==> src/common/shell_pkg.sv <==
package shell_pkg;

	// bank geometry, scaled down from the board sizes
	localparam int CPU_AW = 10;
	localparam int GFX_AW = 10;

	// download byte address width and start of the graphics region
	localparam int DL_AW = 12;
	localparam int GFX_BASE = 2048;

	// offset bit that picks the graphics plane
	localparam int GFX_LANE_BIT = 10;

	// rotary step dividers, normal and fast
	localparam int ROT_DIV_SLOW = 8;
	localparam int ROT_DIV_FAST = 6;

	// rotary home position, one-hot
	localparam logic [7:0] ROT_HOME = 8'h01;

	// core_mod value of the bootleg sets, which have no rotary hardware
	localparam logic [1:0] BOOTLEG_MOD = 2'b01;

	// even byte in the low lane, odd byte in the high lane
	typedef logic [15:0] cpu_word_t;

	// two graphics planes merged into one word
	typedef struct packed {
		logic [7:0] plane_hi;
		logic [7:0] plane_lo;
	} gfx_word_t;

endpackage
==> src/hw/rotary_encoder.sv <==
`timescale 1ns/1ps

module rotary_encoder import shell_pkg::*; (
	input  logic       clock_49,
	input  logic       arst_n,
	input  logic       tick,
	input  logic       left,
	input  logic       right,
	input  logic       bootleg,
	output logic [7:0] position
);

	logic [7:0] rot_pos;

	// one step per tick, left wins when both are held
	always_ff @(posedge clock_49 or negedge arst_n) begin
		if (!arst_n) begin
			rot_pos <= ROT_HOME;
		end else if (tick) begin
			if (left) begin
				rot_pos <= {rot_pos[6:0], rot_pos[7]};
			end else if (right) begin
				rot_pos <= {rot_pos[0], rot_pos[7:1]};
			end
		end
	end

	// bootleg boards have no encoder, so the core sees all ones
	assign position = bootleg ? 8'hFF : rot_pos;

endmodule

==> config.mk <==
export PLATFORM = sky130hd
export DESIGN_NAME = rotary_encoder
export DESIGN_NICKNAME = d
export VERILOG_FILES = /design/src/common/shell_pkg.sv /design/src/hw/rotary_encoder.sv
export SDC_FILE = /design/constraint.sdc
export NUM_CORES = 1
export LEC_CHECK = 0
export ABC_AREA = 0
export BUFFER_PORTS_ARGS = -buffer_cell sky130_fd_sc_hd__buf_2
export CAP_MARGIN = 20
export CORE_AREA = 2 2 39 41
export DETAILED_ROUTE_END_ITERATION = 12
export DIE_AREA = 0 0 41 43
export GPL_ROUTABILITY_DRIVEN = 0
export GPL_TIMING_DRIVEN = 1
export HOLD_SLACK_MARGIN = 0.08
export SETUP_SLACK_MARGIN = 0.15
export SYNTH_ARGS = -nofsm -noshare
export SYNTH_HDL_FRONTEND = slang
export SYNTH_SLANG_ARGS = --single-unit
==> constraint.sdc <==
create_clock -name clock_49 -period 2.76 [get_ports clock_49]
set_clock_uncertainty 0.1 [all_clocks]
set_input_delay 0.552 -clock clock_49 [delete_from_list [all_inputs] [get_ports clock_49]]
set_output_delay 0.552 -clock clock_49 [all_outputs]
set_load 0.02 [all_outputs]
==> flow_metrics.tcl <==
set metrics [dict create \
    initial_core_util 0.3535 \
    critical_path_sink_type "primary output" \
    viasPerCell 5.400 \
    post-route-drc-count 0 \
    wire_length_of_the_first_global_routing_pass_um 1649 \
    setup-violations-final 0 \
    top_ports 14 \
    total_leakage_power_nw 0.2129 \
    top_register "rot_pos" \
    remaining_global_route_overflow 0 \
    totalNegativeSetupSlack_ns 0 \
    placed_cell_area_um2 543.0 \
    grt_max_degree 19 \
    largest_register_ff_count 8 \
    syn_avg_cell_area_um2 8.895 \
    setup_slack_ns 0.9609 \
    fp.dieH_um 43 \
    tightestPinTransition_ns 0.2866 \
    stdcell_area_um2 579.3 \
    postSynthNetCount 61 \
    synth_simple_gate_area_frac 0.4118 \
    grt_setup_unrepaired "false" \
    layout_worst_path_cycle_share 0.6518 \
    antenna_violations_before_repair 0 \
    insertion_delay_of_the_later_clocked_pin_in_the_worst_skew_pair_ns 0.26 \
    cts.clk_slew.worst_paths_ns 0.06 \
    post_synthesis_adder_cell_area_fraction 0 \
    worstPathArrival_ns 1.15 \
    synth_xor_xnor_area_share 0 \
    h-tree-depth 1 \
    clock_sink_count 8 \
    timing.critical_path.required_ns 2.11 \
    synth_top_family_by_area "simple AND/OR/NAND/NOR gates" \
    cts_tree "built" \
    critPathMaxStageDelay_ns 0.42 \
    die_footprint_mm2 0.001763 \
    grt_pass1_vias 376 \
    max_clk_rate_ghz 0.5558 \
    core_area_mm2 0.001384 \
    cts_inserted_buffers 3 \
    syn2layout_area_growth_pct 18.41 \
    critPathLaunchType "flip-flop" \
    port_buffers 13 \
    fill_cells 138 \
    post-place-cells 80 \
    postCtsSetupBuffers 0 \
    synth_compound_gate_area_share 0.1125 \
    final_core_utilization 0.4186 \
    hold_viol 0 \
    synth_cell_type_count 14 \
    syn-instance-count 55 \
    min_path_type "reg -> reg" \
    globalRouteTotalUtil 0.1407 \
    critPathMaxFanout 5 \
    multi_input_area_um2 256.5 \
    crit_chain "or2_2 > buf_2" \
    dr.pass1.iters 4 \
    slew_headroom 0.8089 \
    finish.cell_count_without_fillers 85 \
    max-cap-violations 0 \
    pwr_total_mw 0.4497 \
    pre_cts_slack_ns 0.9823 \
    dp_hpwl_um 742.3 \
    final_nets 76 \
    clock_path_buffers 2 \
    netlist_area_um2 489.2 \
    run_status "completed" \
    drive_gt1_frac 0.4348 \
    seqCellArea_um2 201.4 \
    antenna-diode-count 0 \
    timing_max_transition_violations_final 0 \
    vdd_drop_max_uv 256.1 \
    cpMaxStageDelayCell "sky130_fd_sc_hd__dfrtp_1" \
    drt_first_iter_violations 7 \
    clk_root_buffer_cell "sky130_fd_sc_hd__clkbuf_4" \
    routed_wire_length_per_instance_um 12.74 \
    ant_nets 0 \
    synth-seq-area-share 0.4118 \
    placement_rows 14 \
    postRouteWirelength_um 1083 \
    period_minus_slack_ns 1.799 \
    yosysWarnings 0 \
    power.density_cell_area_mw_per_mm2 776.3 \
    final.hold.worst_slack_ns 0.4914 \
    crit_type "reg -> out" \
    vias 459 \
    floorplan.die.width_um 41 \
    layout_top_registers "rot_pos (8)" \
    ys_seq_elements 8 \
    yosys-mux-area-fraction 0 \
]
## where the power goes
group	switching (mW)	internal, mW	leakage [nW]
combinational	0.0762	0.0668	0.115
sequential	0.0466	0.160	0.0832
clock	0.0447	0.0556	0.0150
## repair_timing
item / CTS / global route
endpoints found under the hold margin: 7 / 0
hold buffers: 1 / 0
gates resized for setup: 0 / 0
setup endpoints to repair: 0 / 0
## metal layers
metal / vias up / track usage / share of wire
met4: 0 / 0.08000 / 0
met3: 0 / 0.03141 / 0.062
li1: 229 / - / -
met1: 215 / 0.1914 / 0.47
met2: 15 / 0.1969 / 0.47
met5: - / 0 / 0
## critical path, delay by kind of cell, from the launching register on
family	cells	cell delay (ns)
AND/OR/NAND/NOR	1	0.31
flip-flops	1	0.42
buffers and inverters	1	0.16
## area by class of cell
type	instances	share of cell area
clock buffer	4	0.04536
multi-input combinational	43	0.4428
timing repair buffer	14	0.1296
sequential	8	0.3477
tap	16	0.03456
## path summary, 6_finish.rpt
kind / start / to / slack, ns / depth (start not counted)
hold / removal: rot_pos[7]$_DFFE_PN0P_ / rot_pos[0]$_DFFE_PN1P_ / 0.49 / 2
hold reg to reg: rot_pos[7]$_DFFE_PN0P_ / rot_pos[0]$_DFFE_PN1P_ / 0.49 / 2
max in group asynchronous: arst_n / rot_pos[0]$_DFFE_PN1P_ / 1.75 / 2
setup / recovery: rot_pos[4]$_DFFE_PN0P_ / position[4] / 0.96 / 2
setup reg to reg: rot_pos[0]$_DFFE_PN1P_ / rot_pos[0]$_DFFE_PN1P_ / 1.78 / 2
min in group asynchronous: arst_n / rot_pos[6]$_DFFE_PN0P_ / 0.56 / 2
## placed cells by master, fill, tap and decap left out
cell type,Yosys,layout
sky130_fd_sc_hd__a21oi_2,2,2
sky130_fd_sc_hd__and3b_1,2,2
sky130_fd_sc_hd__buf_2,1,13
sky130_fd_sc_hd__clkbuf_1,0,1
sky130_fd_sc_hd__clkbuf_4,0,3
sky130_fd_sc_hd__dfrtp_1,7,7
sky130_fd_sc_hd__dfstp_2,1,1
sky130_fd_sc_hd__dlygate4sd3_1,0,1
sky130_fd_sc_hd__nand2_1,1,1
sky130_fd_sc_hd__nand2_2,1,1
sky130_fd_sc_hd__nor3_1,21,21
sky130_fd_sc_hd__nor3_2,1,1
sky130_fd_sc_hd__o22ai_1,6,6
sky130_fd_sc_hd__or2_2,8,8
sky130_fd_sc_hd__or2_4,1,1
## cells in the mapped netlist
library cell / count / area share
sky130_fd_sc_hd__a21oi_2: 2 / 0.036
sky130_fd_sc_hd__and3b_1: 2 / 0.036
sky130_fd_sc_hd__buf_2: 1 / 0.010
sky130_fd_sc_hd__buf_4: 2 / 0.031
sky130_fd_sc_hd__buf_6: 1 / 0.023
sky130_fd_sc_hd__dfrtp_1: 7 / 0.36
sky130_fd_sc_hd__dfstp_2: 1 / 0.054
sky130_fd_sc_hd__nand2_1: 1 / 0.0077
sky130_fd_sc_hd__nand2_2: 1 / 0.013
sky130_fd_sc_hd__nor3_1: 21 / 0.21
sky130_fd_sc_hd__nor3_2: 1 / 0.020
sky130_fd_sc_hd__o22ai_1: 6 / 0.077
sky130_fd_sc_hd__or2_2: 8 / 0.10
sky130_fd_sc_hd__or2_4: 1 / 0.018
## cell families after synthesis
logic type,after synthesis
flip-flops,8
buffers and inverters,4
AO/OA/AOI/OAI,8
AND/OR/NAND/NOR,35
(Power assumes the default switching activity.)
