===== src/common/shell_pkg.sv =====
package shell_pkg;

	// bank geometry, scaled down from the board sizes
	localparam int CPU_AW = 10;
	localparam int GFX_AW = 10;

	// download byte address width and start of the graphics region
	localparam int DL_AW = 12;
	localparam int GFX_BASE = 2048;

	// offset bit that picks the graphics plane
	localparam int GFX_LANE_BIT = 10;

	// rotary step dividers, normal and fast
	localparam int ROT_DIV_SLOW = 8;
	localparam int ROT_DIV_FAST = 6;

	// rotary home position, one-hot
	localparam logic [7:0] ROT_HOME = 8'h01;

	// core_mod value of the bootleg sets, which have no rotary hardware
	localparam logic [1:0] BOOTLEG_MOD = 2'b01;

	// even byte in the low lane, odd byte in the high lane
	typedef logic [15:0] cpu_word_t;

	// two graphics planes merged into one word
	typedef struct packed {
		logic [7:0] plane_hi;
		logic [7:0] plane_lo;
	} gfx_word_t;

endpackage

===== src/hw/shell_ctrl.sv =====
`timescale 1ns/1ps

module shell_ctrl import shell_pkg::*; (
	input  logic       clock_49,
	input  logic       arst_n,
	input  logic       ioctl_download,
	input  logic [7:0] status,
	input  logic [1:0] buttons,
	input  logic [1:0] core_mod,
	output logic       core_reset,
	output logic       led,
	output logic       rot_tick,
	output logic       bootleg
);

	logic                    download_d;
	logic                    rom_loaded;
	logic [ROT_DIV_SLOW-1:0] rot_div;

	// core stays in reset until a full image has been loaded
	always_ff @(posedge clock_49 or negedge arst_n) begin
		if (!arst_n) begin
			download_d <= 1'b0;
			rom_loaded <= 1'b0;
			core_reset <= 1'b1;
		end else begin
			download_d <= ioctl_download;
			if (download_d && !ioctl_download) begin
				rom_loaded <= 1'b1;
			end
			core_reset <= status[0] | buttons[1] | ~rom_loaded;
		end
	end

	always_ff @(posedge clock_49 or negedge arst_n) begin
		if (!arst_n) begin
			rot_div <= '0;
		end else begin
			rot_div <= rot_div + 1'b1;
		end
	end

	// status bit 1 selects the fast step rate
	assign rot_tick = status[1] ? (rot_div[ROT_DIV_FAST-1:0] == '0) : (rot_div == '0);

	assign bootleg = (core_mod == BOOTLEG_MOD);

	// lit while no download is running
	assign led = ~ioctl_download;

endmodule


===== config.mk =====
export PLATFORM = sky130hd
export DESIGN_NAME = shell_ctrl
export DESIGN_NICKNAME = d
export VERILOG_FILES = /design/src/common/shell_pkg.sv /design/src/hw/shell_ctrl.sv
export SDC_FILE = /design/constraint.sdc
export NUM_CORES = 1
export LEC_CHECK = 0
export BUFFER_PORTS_ARGS = -buffer_cell sky130_fd_sc_hd__clkbuf_2
export CAP_MARGIN = 10
export CORE_AREA = 4 4 41 43
export CTS_CLUSTER_SIZE = 30
export DETAILED_ROUTE_END_ITERATION = 8
export DIE_AREA = 0 0 45 47
export GPL_TIMING_DRIVEN = 1
export PLACE_DENSITY_LB_ADDON = 0.3
export SYNTH_ARGS = -nofsm -noshare
export SYNTH_HDL_FRONTEND = slang
export SYNTH_SLANG_ARGS = --single-unit

===== constraint.sdc =====
create_clock -name clock_49 -period 1.15 [get_ports clock_49]
set_clock_uncertainty 0.05 [all_clocks]
set_input_delay 0 -clock clock_49 [delete_from_list [all_inputs] [get_ports clock_49]]
set_output_delay 0 -clock clock_49 [all_outputs]
set_load 0.005 [all_outputs]

==> results of run 1 <==
-- area by class of cell --
class / instances / area share [%]
flip-flops and latches: 11 / 43.7
multi-input cells: 23 / 27.2
repair buffers: 19 / 20.3
clock buffers: 4 / 4.13
well taps: 15 / 2.95
inverters: 3 / 1.77
-- final timing paths --
| check | slack (ns) | start | depth (start not counted) | end |
|---|---|---|---|---|
| worst max register to register | -0.05 | rot_div[5] | 6 | rot_div[7] |
| min in group clock_49 | 0.15 | core_mod[1] | 3 | bootleg |
| worst min register to register | 0.37 | rom_loaded | 1 | core_reset |
| max in group asynchronous | 0.69 | arst_n | 2 | core_reset |
| worst max-delay path | -0.14 | rot_div[5] | 3 | rot_tick |
| worst min-delay path | 0.08 | arst_n | 2 | rom_loaded |
-- kinds of logic (layout without fill, tap and decap cells) --
logic type                 after synthesis  after routing
AOI/OAI and AO/OA                        2              2
and+or+nand+nor                         13             13
buffers and inverters                    3             26
DFF                                     11             11
adders and majority gates                2              2
xor gates and xnor gates                 6              6
-- metal layers --
metal / wire, um / track usage (%) / vias up
met1: 356 / 10.8 / 163
met2: 364 / 14.1 / 11
met5: 0 / 0 / -
met4: 8 / 3.51 / 0
met3: 65 / 5.75 / 2
li1: - / - / 167
-- power breakdown --
part | switching [uW] | internal [uW] | total [uW]
registers | 0.854 | 392 | 393
clock network | 126 | 134 | 261
logic | 15.9 | 22.5 | 38.5
-- registers in the layout (all words and copies together), names as in the netlist --
name / cells
core_reset: 1
download_d: 1
rot_div: 8
rom_loaded: 1
-- what timing repair did --
item                                    CTS  global route
endpoints found under the setup margin    1             2
setup buffers                             2             1
pin swaps                                 2             2
resized for setup                         2             1
hold buffers                              4             0
endpoints found under the hold margin    14             0
-- through the flow --
step                hold WS (ns)  util (%)  worst slack [ns]  instances  TNS (ns)
floorplan                 -0.346         -             0.173         37         0
global placement          -0.162      41.2            0.0583         64         0
detailed placement        -0.160      41.2            0.0280         64         0
CTS                       0.0800      48.0            -0.178         74    -0.178
global route              0.0946      48.8            -0.219         75    -0.337
finish                    0.0794      48.8            -0.142         75    -0.192
-- cells in the final DEF, fill, tap and decap left out, types with 2 or more instances in the layout --
master / n
nand3_1: 2
buf_4: 3
inv_1: 3
ha_1: 2
xnor2_1: 3
nor2_1: 3
nand2_1: 3
dlygate4sd3_1: 4
xor2_1: 3
clkbuf_4: 3
clkbuf_2: 11
dfrtp_1: 9
-- worst register-to-register path, stage by stage (launching register included) --
cell and delay [ns]:
dfrtp_1 0.40, buf_4 0.14, buf_6 0.11, buf_4 0.13, nand2_1 0.06, nor3_2 0.05
xor2_1 0.15
==> impl_metrics.py, run 1 <==
metrics = {
    "power_and_ir_drop": {
        "power.total_uw": 692,
        "ir_worst_vdd_mv": 0.690,
        "leakagePower_uw": 0.000310,
        "p_per_area_nw_per_um2": 1090,
    },
    "logic_synthesis": {
        "synth-compound-area-share_pct": 3.86,
        "synth_simple_gate_area_share_pct": 15.7,
        "yosys.area.top_type_share_pct": 55.1,
        "syn_nets": 54,
        "synth-xor-area-share_pct": 11.6,
        "synth_most_common_cell": "dfrtp_1",
        "synthesis.instances": 37,
        "ys_top_cells_by_area": "dfrtp_1 55%, dfstp_2 5.8%, xnor2_1 5.8%",
        "synth_top_family_by_area": "simple AND/OR/NAND/NOR gates",
        "yosys.area_share.adder_pct": 5.51,
        "ys_seq_elements": 11,
        "syn_area_um2": 454,
        "async_flop_share_pct": 100,
        "synth-edff-count": 0,
        "avgSynthCellArea_um2": 12.3,
        "ys_seq_area_share_pct": 60.9,
        "ys.warnings.count": 0,
        "yosysTopAreaCell": "dfrtp_1",
        "muxShareOfSynthArea_pct": 0,
        "synthFlopType": "dfrtp_1",
        "synth.distinct_cells": 16,
    },
    "die": {
        "core_um2": 1300,
        "dieArea_um2": 2120,
        "die_w_um": 45,
        "start_util_pct": 34.9,
        "die_h_um": 47,
        "io_pins": 19,
        "fp-row-count": 13,
    },
    "sta": {
        "worst_pin_slew_ns": 0.271,
        "grt_setup_unrepaired": "true",
        "layout_setup_ws_ns": -0.142,
        "fmax_mhz": 774,
        "slew_headroom_pct": 81.9,
        "hold_viol_final": 0,
        "finalCritPeriodShare_pct": 112,
        "final_max_slew_viol_count": 0,
        "setup_viol": 2,
        "fin_crit_ns": 1.29,
    },
    "finish": {
        "area_growth_pct": 39.9,
        "diodes": 0,
        "final_layout_size_suffix_gt1_share_pct": 38.3,
        "post-route-cell-area_um2": 636,
        "fillers": 139,
        "multi_input_area_um2": 173,
        "seq_area_um2": 278,
        "nNetsFinal": 78,
    },
    "place": {
        "portBuffers": 11,
        "post_dp_cell_area_um2": 536,
        "dp_hpwl_um": 548,
        "gp_congestion": 0.622,
    },
    "clock_network": {
        "insertion_delay_ns": 0.27,
        "h-tree-depth": 1,
        "root_buffer": "clkbuf_4",
        "clock_sinks": 11,
        "clkSlewWorstSetupHoldPaths_ns": 0.07,
        "cts_tree": "yes",
        "numCtsBuffers": 3,
        "clock_path_buffers": 2,
    },
    "run_status": {
        "status": "finished with violations",
        "violations": "setup timing",
    },
    "grt": {
        "grt_max_degree": 12,
        "grt_pass1_vias": 313,
        "antenna_found_initial": 0,
        "grt_pass1_wl_um": 1360,
        "gr-total-overflow": 0,
        "grt_usage_pct": 9.36,
    },
    "setup_path": {
        "cpMaxStageDelayCell": "dfrtp_1",
        "cp_max_fo": 2,
        "end_kind": "primary output",
        "cp.required_ns": 1.10,
        "start_kind": "flop",
        "slowest_delay_ns": 0.40,
        "path_class": "flop to primary output",
        "cp_top_family": "flip-flops",
        "crit_buf_inv": 1,
        "cp.arrival_ns": 1.24,
        "path_cells": "nor4_2 > o211a_1 > clkbuf_2",
    },
    "worst_hold_path": {
        "min_path_type": "primary input to async pin",
    },
    "detailed_routing": {
        "ant_nets": 0,
        "firstDrtPassIters": 1,
        "routed_via_density": 4.57,
        "drc": 0,
        "routed_wl_um": 795,
        "vias": 343,
        "wl_per_cell_um": 10.6,
        "drtIter0Drc": 0,
    },
    "job": {
        "drv_cap": 0,
    },
}
Note: power is estimated with default switching activity, not from simulation.
==> run 2: changes to the inputs <==
--- a/config.mk
+++ b/config.mk
@@ -13,6 +13,7 @@
 export DIE_AREA = 0 0 45 47
 export GPL_TIMING_DRIVEN = 1
 export PLACE_DENSITY_LB_ADDON = 0.3
+export SETUP_SLACK_MARGIN = 0.3
 export SYNTH_ARGS = -nofsm -noshare
 export SYNTH_HDL_FRONTEND = slang
 export SYNTH_SLANG_ARGS = --single-unit
==> impl_metrics.py, run 2 (synthesized netlist as in run 1, its figures left out) <==
metrics = {
    "setup_path": {
        "cp.arrival_ns": 1.24,
        "path_cells": "nor4_2 > o211a_1 > clkbuf_2",
        "crit_buf_inv": 1,
        "cp.required_ns": 1.10,
        "end_kind": "primary output",
        "cp_top_family": "flip-flops",
        "slowest_delay_ns": 0.39,
        "path_class": "flop to primary output",
        "start_kind": "flop",
        "cpMaxStageDelayCell": "dfrtp_1",
        "cp_max_fo": 2,
    },
    "clock_network": {
        "insertion_delay_ns": 0.26,
        "clock_path_buffers": 2,
        "root_buffer": "clkbuf_4",
        "numCtsBuffers": 3,
        "cts_tree": "yes",
        "clkSlewWorstSetupHoldPaths_ns": 0.07,
        "clock_sinks": 11,
        "h-tree-depth": 1,
    },
    "place": {
        "portBuffers": 11,
        "post_dp_cell_area_um2": 538,
        "place_inst": 64,
        "dp_hpwl_um": 553,
        "gp_congestion": 0.688,
    },
    "power_and_ir_drop": {
        "p_per_area_nw_per_um2": 917,
        "ir_worst_vdd_mv": 1.07,
        "power.total_uw": 685,
        "leakagePower_uw": 0.000365,
    },
    "run_status": {
        "violations": "setup timing",
        "status": "finished with violations",
    },
    "sta": {
        "slew_headroom_pct": 81.8,
        "fmax_mhz": 774,
        "worst_pin_slew_ns": 0.273,
        "setup_viol": 1,
        "finalCritPeriodShare_pct": 112,
        "final_max_slew_viol_count": 0,
        "hold_viol_final": 0,
        "grt_setup_unrepaired": "true",
        "layout_setup_ws_ns": -0.141,
        "fin_crit_ns": 1.29,
    },
    "finish": {
        "layout_commonest_cell": "clkbuf_2",
        "stdcell_count": 80,
        "area_growth_pct": 64.5,
        "utilization_pct": 57.4,
        "regMostFlops": "rot_div",
        "final_cell_mix": "11 x clkbuf_2, 8 x dfrtp_1, 5 x buf_4",
        "post-route-cell-area_um2": 747,
        "seq_area_um2": 279,
        "nNetsFinal": 83,
        "largest_register_ffs": 8,
        "fillers": 108,
        "diodes": 0,
        "final_layout_size_suffix_gt1_share_pct": 58.5,
        "multi_input_area_um2": 234,
    },
    "grt": {
        "grt_pass1_vias": 365,
        "grt_max_degree": 12,
        "grt_util_met1_pct": 12.2,
        "met2_usage_pct": 17.8,
        "grt_usage_pct": 10.9,
        "grt_pass1_wl_um": 1570,
        "gr-total-overflow": 0,
        "antenna_found_initial": 0,
        "grtUsageMet3_pct": 6.90,
        "grt-busiest-layer": "met2",
    },
    "worst_hold_path": {
        "min_path_type": "primary input to async pin",
    },
    "detailed_routing": {
        "drtIter0Drc": 0,
        "ant_nets": 0,
        "firstDrtPassIters": 1,
        "routed_via_density": 4.34,
        "wl_per_cell_um": 11.3,
        "routed_wl_um": 902,
        "drc": 0,
        "vias": 347,
    },
    "die": {
        "fp-row-count": 13,
        "core_um2": 1300,
        "die_w_um": 45,
        "dieArea_um2": 2120,
        "io_pins": 19,
        "start_util_pct": 34.9,
        "die_h_um": 47,
    },
    "job": {
        "drv_cap": 0,
    },
}
## run 2: cell count changes in the layout (fill, tap and decap cells not counted), sizes merged
cell	previous run	this run
buf	4	9
## run 2: report_power, final
part           leakage (uW)  internal [uW]  switching, uW
clock             0.0000150            134            119
sequential         0.000126            392           1.06
combinational      0.000223           22.7           16.7
total              0.000365            548            136
## run 2: per-stage QoR
step	TNS (ns)	setup slack (ns)	hold slack, ns
after floorplan	0	0.208	-0.346
after global placement	0	0.0683	-0.162
after detailed placement	0	0.0850	-0.160
after CTS	-0.137	-0.137	0.0884
after global routing	-0.335	-0.282	0.115
final	-0.141	-0.141	0.0859
## run 2: path summary, 6_finish.rpt
path / startpoint / endpoint / slack (ns) / cells past startpoint
min: arst_n / rot_div[5] / 0.09 / 2
min in group clock_49: core_mod[1] / bootleg / 0.15 / 3
max reg2reg: rot_div[2] / rot_div[7] / 0.04 / 5
min reg2reg: rom_loaded / core_reset / 0.36 / 1
max: rot_div[2] / rot_tick / -0.14 / 3
max in group asynchronous: arst_n / core_reset / 0.69 / 2
## run 2: per-layer routing
| layer | part of all wire (%) | vias up |
|---|---|---|
| met5 | 0 | - |
| met3 | 8.9 | 0 |
| li1 | - | 176 |
| met2 | 52 | 13 |
| met1 | 39 | 158 |
| met4 | 0 | 0 |
## run 2: worst reg2reg max path, cell delays in order (launching register included)
cell,delay [ns]
dfrtp_1,0.37
buf_4,0.12
buf_6,0.10
nand3_4,0.08
nor3_4,0.19
xor2_1,0.14
## run 2: what timing repair did
item                                    4_1_cts  5_1_grt
buffers inserted                              4        4
pin swaps                                     6        4
gates resized for setup                      13        5
hold buffers                                  4        1
endpoints found under the setup margin        9       10
hold endpoints to repair                     14        2
## run 2: final cells by class
class,count,area share [%]
Inverter,3,1.51
Timing Repair Buffer,24,23.8
Tap cell,15,2.51
Multi-Input combinational cell,23,31.3
Clock buffer,4,3.52
Sequential cell,11,37.4
