`config.mk`:
```
export PLATFORM = sky130hd
export DESIGN_NAME = rom_loader_flat
export DESIGN_NICKNAME = d
export VERILOG_FILES = /design/src/common/shell_pkg.sv /design/src/common/rom_wr_if.sv /design/src/hw/rom/rom_loader.sv /design/src/flat_wrapper.sv
export SDC_FILE = /design/constraint.sdc
export NUM_CORES = 1
export LEC_CHECK = 0
export ABC_CLOCK_PERIOD_IN_PS = 2000
export BUFFER_PORTS_ARGS = -buffer_cell sky130_fd_sc_hd__buf_2
export CORE_ASPECT_RATIO = 1.4
export CORE_MARGIN = 2
export CORE_UTILIZATION = 38
export CTS_CLUSTER_DIAMETER = 150
export DETAILED_ROUTE_END_ITERATION = 8
export GPL_TIMING_DRIVEN = 0
export PLACE_DENSITY = 0.83
export REMOVE_ABC_BUFFERS = 1
export SYNTH_ARGS = -nofsm -noshare
export SYNTH_HDL_FRONTEND = slang
export SYNTH_SLANG_ARGS = --single-unit
```
`constraint.sdc`:
```
create_clock -name clock_49 -period 2 [get_ports clock_49]
set_input_delay 0.2 -clock clock_49 [delete_from_list [all_inputs] [get_ports clock_49]]
set_output_delay 0.2 -clock clock_49 [all_outputs]
set_load 0.05 [all_outputs]
```
`src/common/shell_pkg.sv`:
```
package shell_pkg;

	// bank geometry, scaled down from the board sizes
	localparam int CPU_AW = 10;
	localparam int GFX_AW = 10;

	// download byte address width and start of the graphics region
	localparam int DL_AW = 12;
	localparam int GFX_BASE = 2048;

	// offset bit that picks the graphics plane
	localparam int GFX_LANE_BIT = 10;

	// rotary step dividers, normal and fast
	localparam int ROT_DIV_SLOW = 8;
	localparam int ROT_DIV_FAST = 6;

	// rotary home position, one-hot
	localparam logic [7:0] ROT_HOME = 8'h01;

	// core_mod value of the bootleg sets, which have no rotary hardware
	localparam logic [1:0] BOOTLEG_MOD = 2'b01;

	// even byte in the low lane, odd byte in the high lane
	typedef logic [15:0] cpu_word_t;

	// two graphics planes merged into one word
	typedef struct packed {
		logic [7:0] plane_hi;
		logic [7:0] plane_lo;
	} gfx_word_t;

endpackage
```
`src/common/rom_wr_if.sv`:
```
`timescale 1ns/1ps

interface rom_wr_if import shell_pkg::*; ();

	logic              we;
	logic [GFX_AW-1:0] addr;
	// lane enables, bit 1 is the high byte
	logic [1:0]        ds;
	logic [15:0]       data;

	modport src (
		output we, addr, ds, data
	);

	modport dst (
		input we, addr, ds, data
	);

endinterface

```
`src/hw/rom/rom_loader.sv`:
```
`timescale 1ns/1ps

module rom_loader import shell_pkg::*; (
	input  logic             clock_49,
	input  logic             arst_n,
	input  logic             ioctl_wr,
	input  logic [DL_AW-1:0] ioctl_addr,
	input  logic [7:0]       ioctl_dout,
	rom_wr_if.src            cpu_wr,
	rom_wr_if.src            gfx_wr
);

	logic             wr_d;
	logic             wr_rise;
	logic             is_gfx;
	logic [DL_AW-1:0] gfx_off;

	assign wr_rise = ioctl_wr & ~wr_d;
	assign is_gfx  = (ioctl_addr >= DL_AW'(GFX_BASE));
	assign gfx_off = ioctl_addr - DL_AW'(GFX_BASE);

	// one write strobe per loader byte
	always_ff @(posedge clock_49 or negedge arst_n) begin
		if (!arst_n) begin
			wr_d      <= 1'b0;
			cpu_wr.we <= 1'b0;
			gfx_wr.we <= 1'b0;
		end else begin
			wr_d      <= ioctl_wr;
			cpu_wr.we <= wr_rise & ~is_gfx;
			gfx_wr.we <= wr_rise & is_gfx;
		end
	end

	// cpu bytes pair up on address bit 0
	always_ff @(posedge clock_49) begin
		if (wr_rise) begin
			cpu_wr.addr <= ioctl_addr[CPU_AW:1];
			cpu_wr.ds   <= {ioctl_addr[0], ~ioctl_addr[0]};
			cpu_wr.data <= {ioctl_dout, ioctl_dout};
		end
	end

	// the upper half of the gfx region becomes plane_hi of the same words
	always_ff @(posedge clock_49) begin
		if (wr_rise) begin
			gfx_wr.addr <= gfx_off[GFX_AW-1:0];
			gfx_wr.ds   <= {gfx_off[GFX_LANE_BIT], ~gfx_off[GFX_LANE_BIT]};
			gfx_wr.data <= {ioctl_dout, ioctl_dout};
		end
	end

endmodule

```
`src/flat_wrapper.sv`:
```
// flat-port wrapper written by rule: the top's interface ports become plain ports
module rom_loader_flat import shell_pkg::*;
  (clock_49, arst_n, ioctl_wr, ioctl_addr, ioctl_dout, cpu_wr_we, cpu_wr_addr, cpu_wr_ds, cpu_wr_data, gfx_wr_we, gfx_wr_addr, gfx_wr_ds, gfx_wr_data);
  rom_wr_if cpu_wr_i ();
  rom_wr_if gfx_wr_i ();
  input  logic clock_49;
  input  logic arst_n;
  input  logic ioctl_wr;
  input  logic [DL_AW-1:0] ioctl_addr;
  input  logic [7:0] ioctl_dout;
  output wire logic [$bits(cpu_wr_i.we)-1:0] cpu_wr_we;
  output wire logic [$bits(cpu_wr_i.addr)-1:0] cpu_wr_addr;
  output wire logic [$bits(cpu_wr_i.ds)-1:0] cpu_wr_ds;
  output wire logic [$bits(cpu_wr_i.data)-1:0] cpu_wr_data;
  output wire logic [$bits(gfx_wr_i.we)-1:0] gfx_wr_we;
  output wire logic [$bits(gfx_wr_i.addr)-1:0] gfx_wr_addr;
  output wire logic [$bits(gfx_wr_i.ds)-1:0] gfx_wr_ds;
  output wire logic [$bits(gfx_wr_i.data)-1:0] gfx_wr_data;
  assign cpu_wr_we = cpu_wr_i.we;
  assign cpu_wr_addr = cpu_wr_i.addr;
  assign cpu_wr_ds = cpu_wr_i.ds;
  assign cpu_wr_data = cpu_wr_i.data;
  assign gfx_wr_we = gfx_wr_i.we;
  assign gfx_wr_addr = gfx_wr_i.addr;
  assign gfx_wr_ds = gfx_wr_i.ds;
  assign gfx_wr_data = gfx_wr_i.data;
  rom_loader u_core (.clock_49(clock_49), .arst_n(arst_n), .ioctl_wr(ioctl_wr), .ioctl_addr(ioctl_addr), .ioctl_dout(ioctl_dout), .cpu_wr(cpu_wr_i), .gfx_wr(gfx_wr_i));
endmodule
```
==> results of run 1 <==
report_power, final:
group | switching (mW) | internal [mW]
Combinational | 0.197 | 0.0513
Clock | 0.131 | 0.0777
Sequential | 0.00998 | 0.569
Total | 0.338 | 0.698
how the worst max path moves through the flow:
stage,start,slack [ns],depth (start not counted),endpoint
after CTS,u_core.wr_d$_DFF_PN0_,0.56,2,u_core.cpu_wr.data[9]$_DFFE_PP_
after floorplan,u_core.wr_d$_DFF_PN0_,0.25,1,u_core.cpu_wr.addr[3]$_DFFE_PP_
after global routing,u_core.wr_d$_DFF_PN0_,0.54,2,u_core.cpu_wr.data[8]$_DFFE_PP_
after global placement,u_core.wr_d$_DFF_PN0_,-0.12,1,u_core.cpu_wr.data[14]$_DFFE_PP_
after detailed placement,u_core.wr_d$_DFF_PN0_,0.59,2,u_core.cpu_wr.data[9]$_DFFE_PP_
final,u_core.wr_d$_DFF_PN0_,0.62,2,u_core.cpu_wr.data[12]$_DFFE_PP_
cells in the final DEF (no fill, tap or decap):
master | synthesis | layout
dfrtp_1 | 3 | 3
nor3b_1 | 1 | 1
dlygate4sd3_1 | 0 | 1
nor2b_2 | 0 | 1
buf_2 | 0 | 80
clkbuf_1 | 0 | 1
and3b_1 | 1 | 1
edfxtp_1 | 21 | 21
buf_8 | 0 | 1
clkbuf_4 | 0 | 3
inv_1 | 2 | 2
final cells by class:
class                      instances  area (um^2)  area share
clock buffer                       4         26.3      0.0213
inverter                           2         7.51     0.00608
multi-input combinational          3         25.0      0.0203
sequential                        24          706       0.571
tap                               36         45.0      0.0365
timing repair buffer              82          425       0.344
registers in the layout, indices dropped and copies added, names as in the netlist:
register            count
u_core.cpu_wr.we        1
u_core.gfx_wr.ds        2
u_core.wr_d             1
u_core.cpu_wr.data      8
u_core.cpu_wr.addr      6
u_core.gfx_wr.we        1
u_core.cpu_wr.ds        1
u_core.gfx_wr.addr      4
per-layer routing:
| layer | wire length, um | track usage | up-vias |
|---|---|---|---|
| met5 | 0 | 0 | - |
| li1 | - | - | 281 |
| met3 | 216 | 0.0306 | 2 |
| met2 | 924 | 0.201 | 53 |
| met4 | 14 | 0.0521 | 0 |
| met1 | 497 | 0.0725 | 267 |
synthesized netlist by cell type:
cell,n,area share
nor2b_1,1,0.0063
edfxtp_1,21,0.63
buf_4,35,0.26
and3b_1,1,0.0088
dfrtp_1,3,0.075
nor3b_1,1,0.0075
inv_1,2,0.0075
timing repair:
action                                 4_1_cts  5_1_grt
endpoints found under the hold margin        3        0
hold buffers                                 1        0
buffers inserted                             0        0
worst max-delay path: stages (launching register included):
cell and delay [ns]:
dfrtp_1 0.42, nor2b_2 0.46, buf_8 0.22
cell families (layout without fill, tap and decap cells):
kind of cell / count (synthesis) / count (layout) / share of synthesized area
flip-flops: 24 / 24 / 0.707
AND/OR/NAND/NOR: 3 / 3 / 0.0226
buffers and inverters: 37 / 88 / 0.271
per-stage QoR:
| step | hold slack [ns] | setup TNS, ns | area, um^2 | setup WS, ns | total power, mW |
|---|---|---|---|---|---|
| 2_1_floorplan | -0.0956 | 0 | 736 | 0.253 | 0.767 |
| 3_3_place_gp | -0.00761 | -2.42 | 1180 | -0.115 | 0.832 |
| 3_5_place_dp | 0.000376 | 0 | 1200 | 0.589 | 0.840 |
| 4_1_cts | 0.00904 | 0 | 1230 | 0.565 | 1.06 |
| 5_1_grt | 0.00189 | 0 | 1230 | 0.542 | 1.08 |
| 6_report | 0.0280 | 0 | 1230 | 0.623 | 1.04 |
==> impl_results.md, run 1 <==
- Max cap viols: 0
- Filler cells: roughly 240
- Yosys warnings: 0
- Largest net degree at the start of global routing: 14
- Final Skew: approximately 0.0021 ns
- Critical path launch point type: flip-flop
- Static leakage: roughly 0.6 nW
- Mapped cell area: 998 um^2
- Drc violations: 0
- First-pass GRT wire length: ~2200 um
- Number of antenna-violating nets in the routed design: 0
- Slew Limit Fails: 0
- Synth Instances: between 60 and 70
- Row cnt: 22
- Slew @ Worst Pin: between 0.5 and 0.6 ns
- Clock root buffer: clkbuf_4
- R2R cell count: 2
- DRT iter0 DRCs: 2
- IO buf count: 80
- DRT Pass-1 Iters: 2
- Outcome: completed
- Post-Layout Cell Count: 151
- #FFs+latches synth: 24
- GPL Wtd Cong: ~0.63
- Die area: ~3100 um^2
- Core Region: roughly 2600 um^2
- Post-placement cell count: 146
- CTS Buffer Depth: 2
- Count of final setup violators: 0
- Vias per cell: about 4
- Num CTS Buffers: 3
- Worst hold path type: in2reg
- Slew HR: 0.636
- Io pins: 81
- Wirelength, routed: 1650 um
- R2R Path End: u_core.cpu_wr.data[12]$_DFFE_PP_
- Post-synthesis sequential area ratio: 0.707
- Hold path endpoint: u_core.wr_d$_DFF_PN0_
- Clk_lat worst skew: about 0.30 ns
- Routed len/inst: about 11 um
- Crit path capture type: flip-flop
- Synth-to-Final Area Change: 23.7%
- Reg-to-reg slack, setup: around 0.62 ns
- Top fanout value on the critical path: 12
- Setup CP Type: reg2reg
- Tot GR Track Use: 0.101
- TritonCTS clock tree: yes
- Fin nets: between 100 and 150
- Via count: roughly 600
- Hpwl dp: ~1400 um
- Hold wc startpoint: ioctl_wr
- Initial Utilization: 0.390
- WP data required: 2.03 ns
- DIE HEIGHT: between 60 and 70 um
- Worst-path clk slew: about 0.12 ns
- Grt total ovfl: 0
- VDD IR max: approximately 0.35 mV
- Final Core Density: 0.482
- Achievable Freq: 726 MHz
- Reg2reg start: u_core.wr_d$_DFF_PN0_
- Vias in the first global route: roughly 550
- Pwr dens: between 800 and 900 nW/um^2
- Die W: about 47 um
- Final Hold Vio Count: 0
- Clock sink count: 24
- Crit share post-route: 0.689
- Crit path DAT: approximately 1.4 ns
- # resized after CTS: 0
- Initial antenna violation count: 0
- Antenna Cells: 0
- RSZ-0062 raised after global routing: no
- Hold path cells: 1
- Avg Cell Area, Syn: about 16 um^2
- Distinct cells, synth: 7
- Share of cells above drive strength 1: 0.739
- Final min period: 1.38 ns
- CTS H-tree lvls: 1
(Power assumes the default switching activity.)
==> run 2, diff against run 1 <==
--- a/config.mk
+++ b/config.mk
@@ -5,7 +5,7 @@
 export SDC_FILE = /design/constraint.sdc
 export NUM_CORES = 1
 export LEC_CHECK = 0
-export ABC_CLOCK_PERIOD_IN_PS = 2000
+export ABC_CLOCK_PERIOD_IN_PS = 1300
 export BUFFER_PORTS_ARGS = -buffer_cell sky130_fd_sc_hd__buf_2
 export CORE_ASPECT_RATIO = 1.4
 export CORE_MARGIN = 2
==> constraint.sdc (replaced) <==
create_clock -name clock_49 -period 1.3 [get_ports clock_49]
set_input_delay 0.13 -clock clock_49 [delete_from_list [all_inputs] [get_ports clock_49]]
set_output_delay 0.13 -clock clock_49 [all_outputs]
set_load 0.05 [all_outputs]
==> run 2 against run 1 <==
Effect of this change:
- sequential share of layout area down 8.5 points
- largest cell class unchanged
- critical path type is now in2reg
- hold slack better by 0.11 ns
- worst setup slack got worse by 0.61 ns
- total power up 60%
- cell area rose by 17%
- cell count up 14%
- combinational power up 75%
- sequential cell count did not move
- first-iteration DRC count increased to 3.0 times the previous value
==> impl_results.md, run 2 (synthesis results as in run 1) <==
- Count of final setup violators: 0 (unchanged)
- Outcome: completed (unchanged)
- Postcts setup bufs: 0 (unchanged)
- Slew @ Worst Pin: 0.327 ns (was 0.544 ns)
- WP data required: 1.33 ns (was 2.03 ns)
- Wirelength, routed: 2000 um (was 1650 um)
- Grt total ovfl: 0 (unchanged)
- Cell area after layout: 1450 um^2 (was 1230 um^2)
- Fin nets: 160 (was 139)
- Setup CP Type: in2reg (was reg2reg)
- Top reg by flops: u_core.cpu_wr.data (unchanged)
- CTS Buffer Depth: 2 (unchanged)
- Worst hold path type: in2async (was in2reg)
- Share of cells above drive strength 1: 0.625 (was 0.739)
- Die W: 47.3 um (unchanged)
- Clock sink count: 24 (unchanged)
- R2R cell count: 2 (unchanged)
- Drc violations: 0 (unchanged)
- VDD IR max: 0.559 mV (was 0.353 mV)
- Final Hold Vio Count: 0 (unchanged)
- Number of antenna-violating nets in the routed design: 0 (unchanged)
- Largest net degree at the start of global routing: 14 (unchanged)
- Clock root buffer: clkbuf_4 (unchanged)
- Synth-to-Final Area Change: 45.2% (was 23.7%)
- Final min period: roughly 1.3 ns
- DRT Pass-1 Iters: 2 (unchanged)
- IO buf count: 80 (unchanged)
- Io pins: 81 (unchanged)
- Crit path capture type: flip-flop (unchanged)
- Die area: 3060 um^2 (unchanged)
- Final Skew: 0.00196 ns (was 0.00209 ns)
- R2R Path End: u_core.cpu_wr.data[12]$_DFFE_PP_ (unchanged)
- Initial antenna violation count: 0 (unchanged)
- Antenna Cells: 0 (unchanged)
- Crit share post-route: 0.988
- Num CTS Buffers: 3 (unchanged)
- CTS H-tree lvls: 1 (unchanged)
- Pwr dens: 1140 nW/um^2 (was 839 nW/um^2)
- Multi-input gate area: 30.0 um^2 (was 25.0 um^2)
- DIE HEIGHT: 64.7 um (unchanged)
- Reg2reg start: u_core.wr_d$_DFF_PN0_ (unchanged)
- FF+latch area: 706 um^2 (unchanged)
- Final Core Density: 0.566 (was 0.482)
- Max cap viols: 0 (unchanged)
- Clk_lat worst skew: 0.30 ns (about the same)
- DP Area: 1200 um^2 (unchanged)
- DRT iter0 DRCs: 6 (was 2)
- GPL Wtd Cong: 0.633 (unchanged)
- Worst-path clk slew: 0.12 ns (about the same)
- Static leakage: 0.693 nW (was 0.602 nW)
- Commonest non-fill, non-tap cell in the layout: buf_2 (unchanged)
- Core Region: 2560 um^2 (unchanged)
- Routed len/inst: 11.6 um (was 10.9 um)
- Filler cells: 211 (was 237)
- Top fanout value on the critical path: 12 (unchanged)
- First-pass GRT wire length: 2520 um (was 2160 um)
- Slew HR: 0.782 (was 0.636)
- Vias per cell: 4.08 (was 3.99)
- Slew Limit Fails: 0 (unchanged)
- Initial Utilization: 0.390 (unchanged)
- Vias in the first global route: 644 (was 554)
- Hpwl dp: 1350 um (unchanged)
- Tot GR Track Use: 0.117 (was 0.101)
- Most frequent cells in the layout: buf_2 (80), dlygate4sd3_1 (22), edfxtp_1 (21), clkbuf_4 (3), dfrtp_1 (3) (was buf_2 (80), edfxtp_1 (21), clkbuf_4 (3), dfrtp_1 (3), inv_1 (2))
- TritonCTS clock tree: yes (unchanged)
- Crit path DAT: 1.32 ns (was 1.41 ns)
- Row cnt: 22 (unchanged)
- Max FFs per register: 8 (unchanged)
- RSZ-0062 raised after global routing: no (unchanged)
- Achievable Freq: between 700 and 800 MHz
- Via count: 702 (was 603)
- Reg-to-reg slack, setup: 0.07 ns (was 0.62 ns)
- Top flop regs: u_core.cpu_wr.data (8), u_core.cpu_wr.addr (6), u_core.gfx_wr.addr (4) (unchanged)
- Critical path launch point type: input pin (was flip-flop)
-- run 2: cell types whose count changed in the layout (fill, tap and decap cells not counted) --
cell           previous run  this run
nor2b_4                   0         1
nor2b_2                   1         0
dlygate4sd3_1             1        22
-- run 2: repair_timing --
| action | 4_1_cts | 5_1_grt |
|---|---|---|
| hold buffers | 21 | 1 |
| endpoints found under the setup margin | 12 | 0 |
| hold endpoints to repair | 23 | 1 |
| gates resized for setup | 1 | 0 |
-- run 2: worst max-delay path, cell delays in order --
cell and delay [ns]:
dlygate4sd3_1 0.52, buf_2 0.13, nor2b_4 0.33, buf_8 0.20
-- run 2: cell type report --
| class | count | area share |
|---|---|---|
| Sequential cell | 24 | 0.487 |
| Multi-Input combinational cell | 3 | 0.0207 |
| Inverter | 2 | 0.00518 |
| Timing Repair Buffer | 103 | 0.438 |
| Clock buffer | 4 | 0.0181 |
| Tap cell | 36 | 0.0311 |
-- run 2: report_power, final --
| part | internal, mW | switching, mW |
|---|---|---|
| logic | 0.121 | 0.314 |
| clock network | 0.120 | 0.207 |
| registers | 0.876 | 0.0162 |
-- run 2: worst max path at each step --
stage                                startpoint                          endpoint  depth (start not counted)
final                                  ioctl_wr  u_core.cpu_wr.data[12]$_DFFE_PP_                          4
after global routing                   ioctl_wr   u_core.cpu_wr.data[8]$_DFFE_PP_                          4
after CTS                              ioctl_wr   u_core.cpu_wr.data[9]$_DFFE_PP_                          4
after detailed placement  u_core.wr_d$_DFF_PN0_   u_core.cpu_wr.data[9]$_DFFE_PP_                          2
after global placement    u_core.wr_d$_DFF_PN0_  u_core.cpu_wr.data[14]$_DFFE_PP_                          1
after floorplan           u_core.wr_d$_DFF_PN0_   u_core.cpu_wr.addr[3]$_DFFE_PP_                          1
-- run 2: per-layer routing --
metal / GRT usage / wire, um
met1: 0.0820 / 647
met3: 0.0279 / 219
met5: 0 / 0
met2: 0.245 / 1120
met4: 0.0521 / 14
-- run 2: per-stage QoR --
step	setup WS [ns]	setup TNS, ns	power, mW	std cells	hold slack, ns
after floorplan	-0.447	-20.25	1.18	29	-0.166
after global placement	-0.815	-17.12	1.28	145	-0.0776
after detailed placement	-0.111	-1.33	1.29	146	-0.0696
after CTS	0.0299	0	1.67	171	0.00144
after global routing	0.00136	0	1.72	172	0.119
final	0.0154	0	1.65	172	0.137
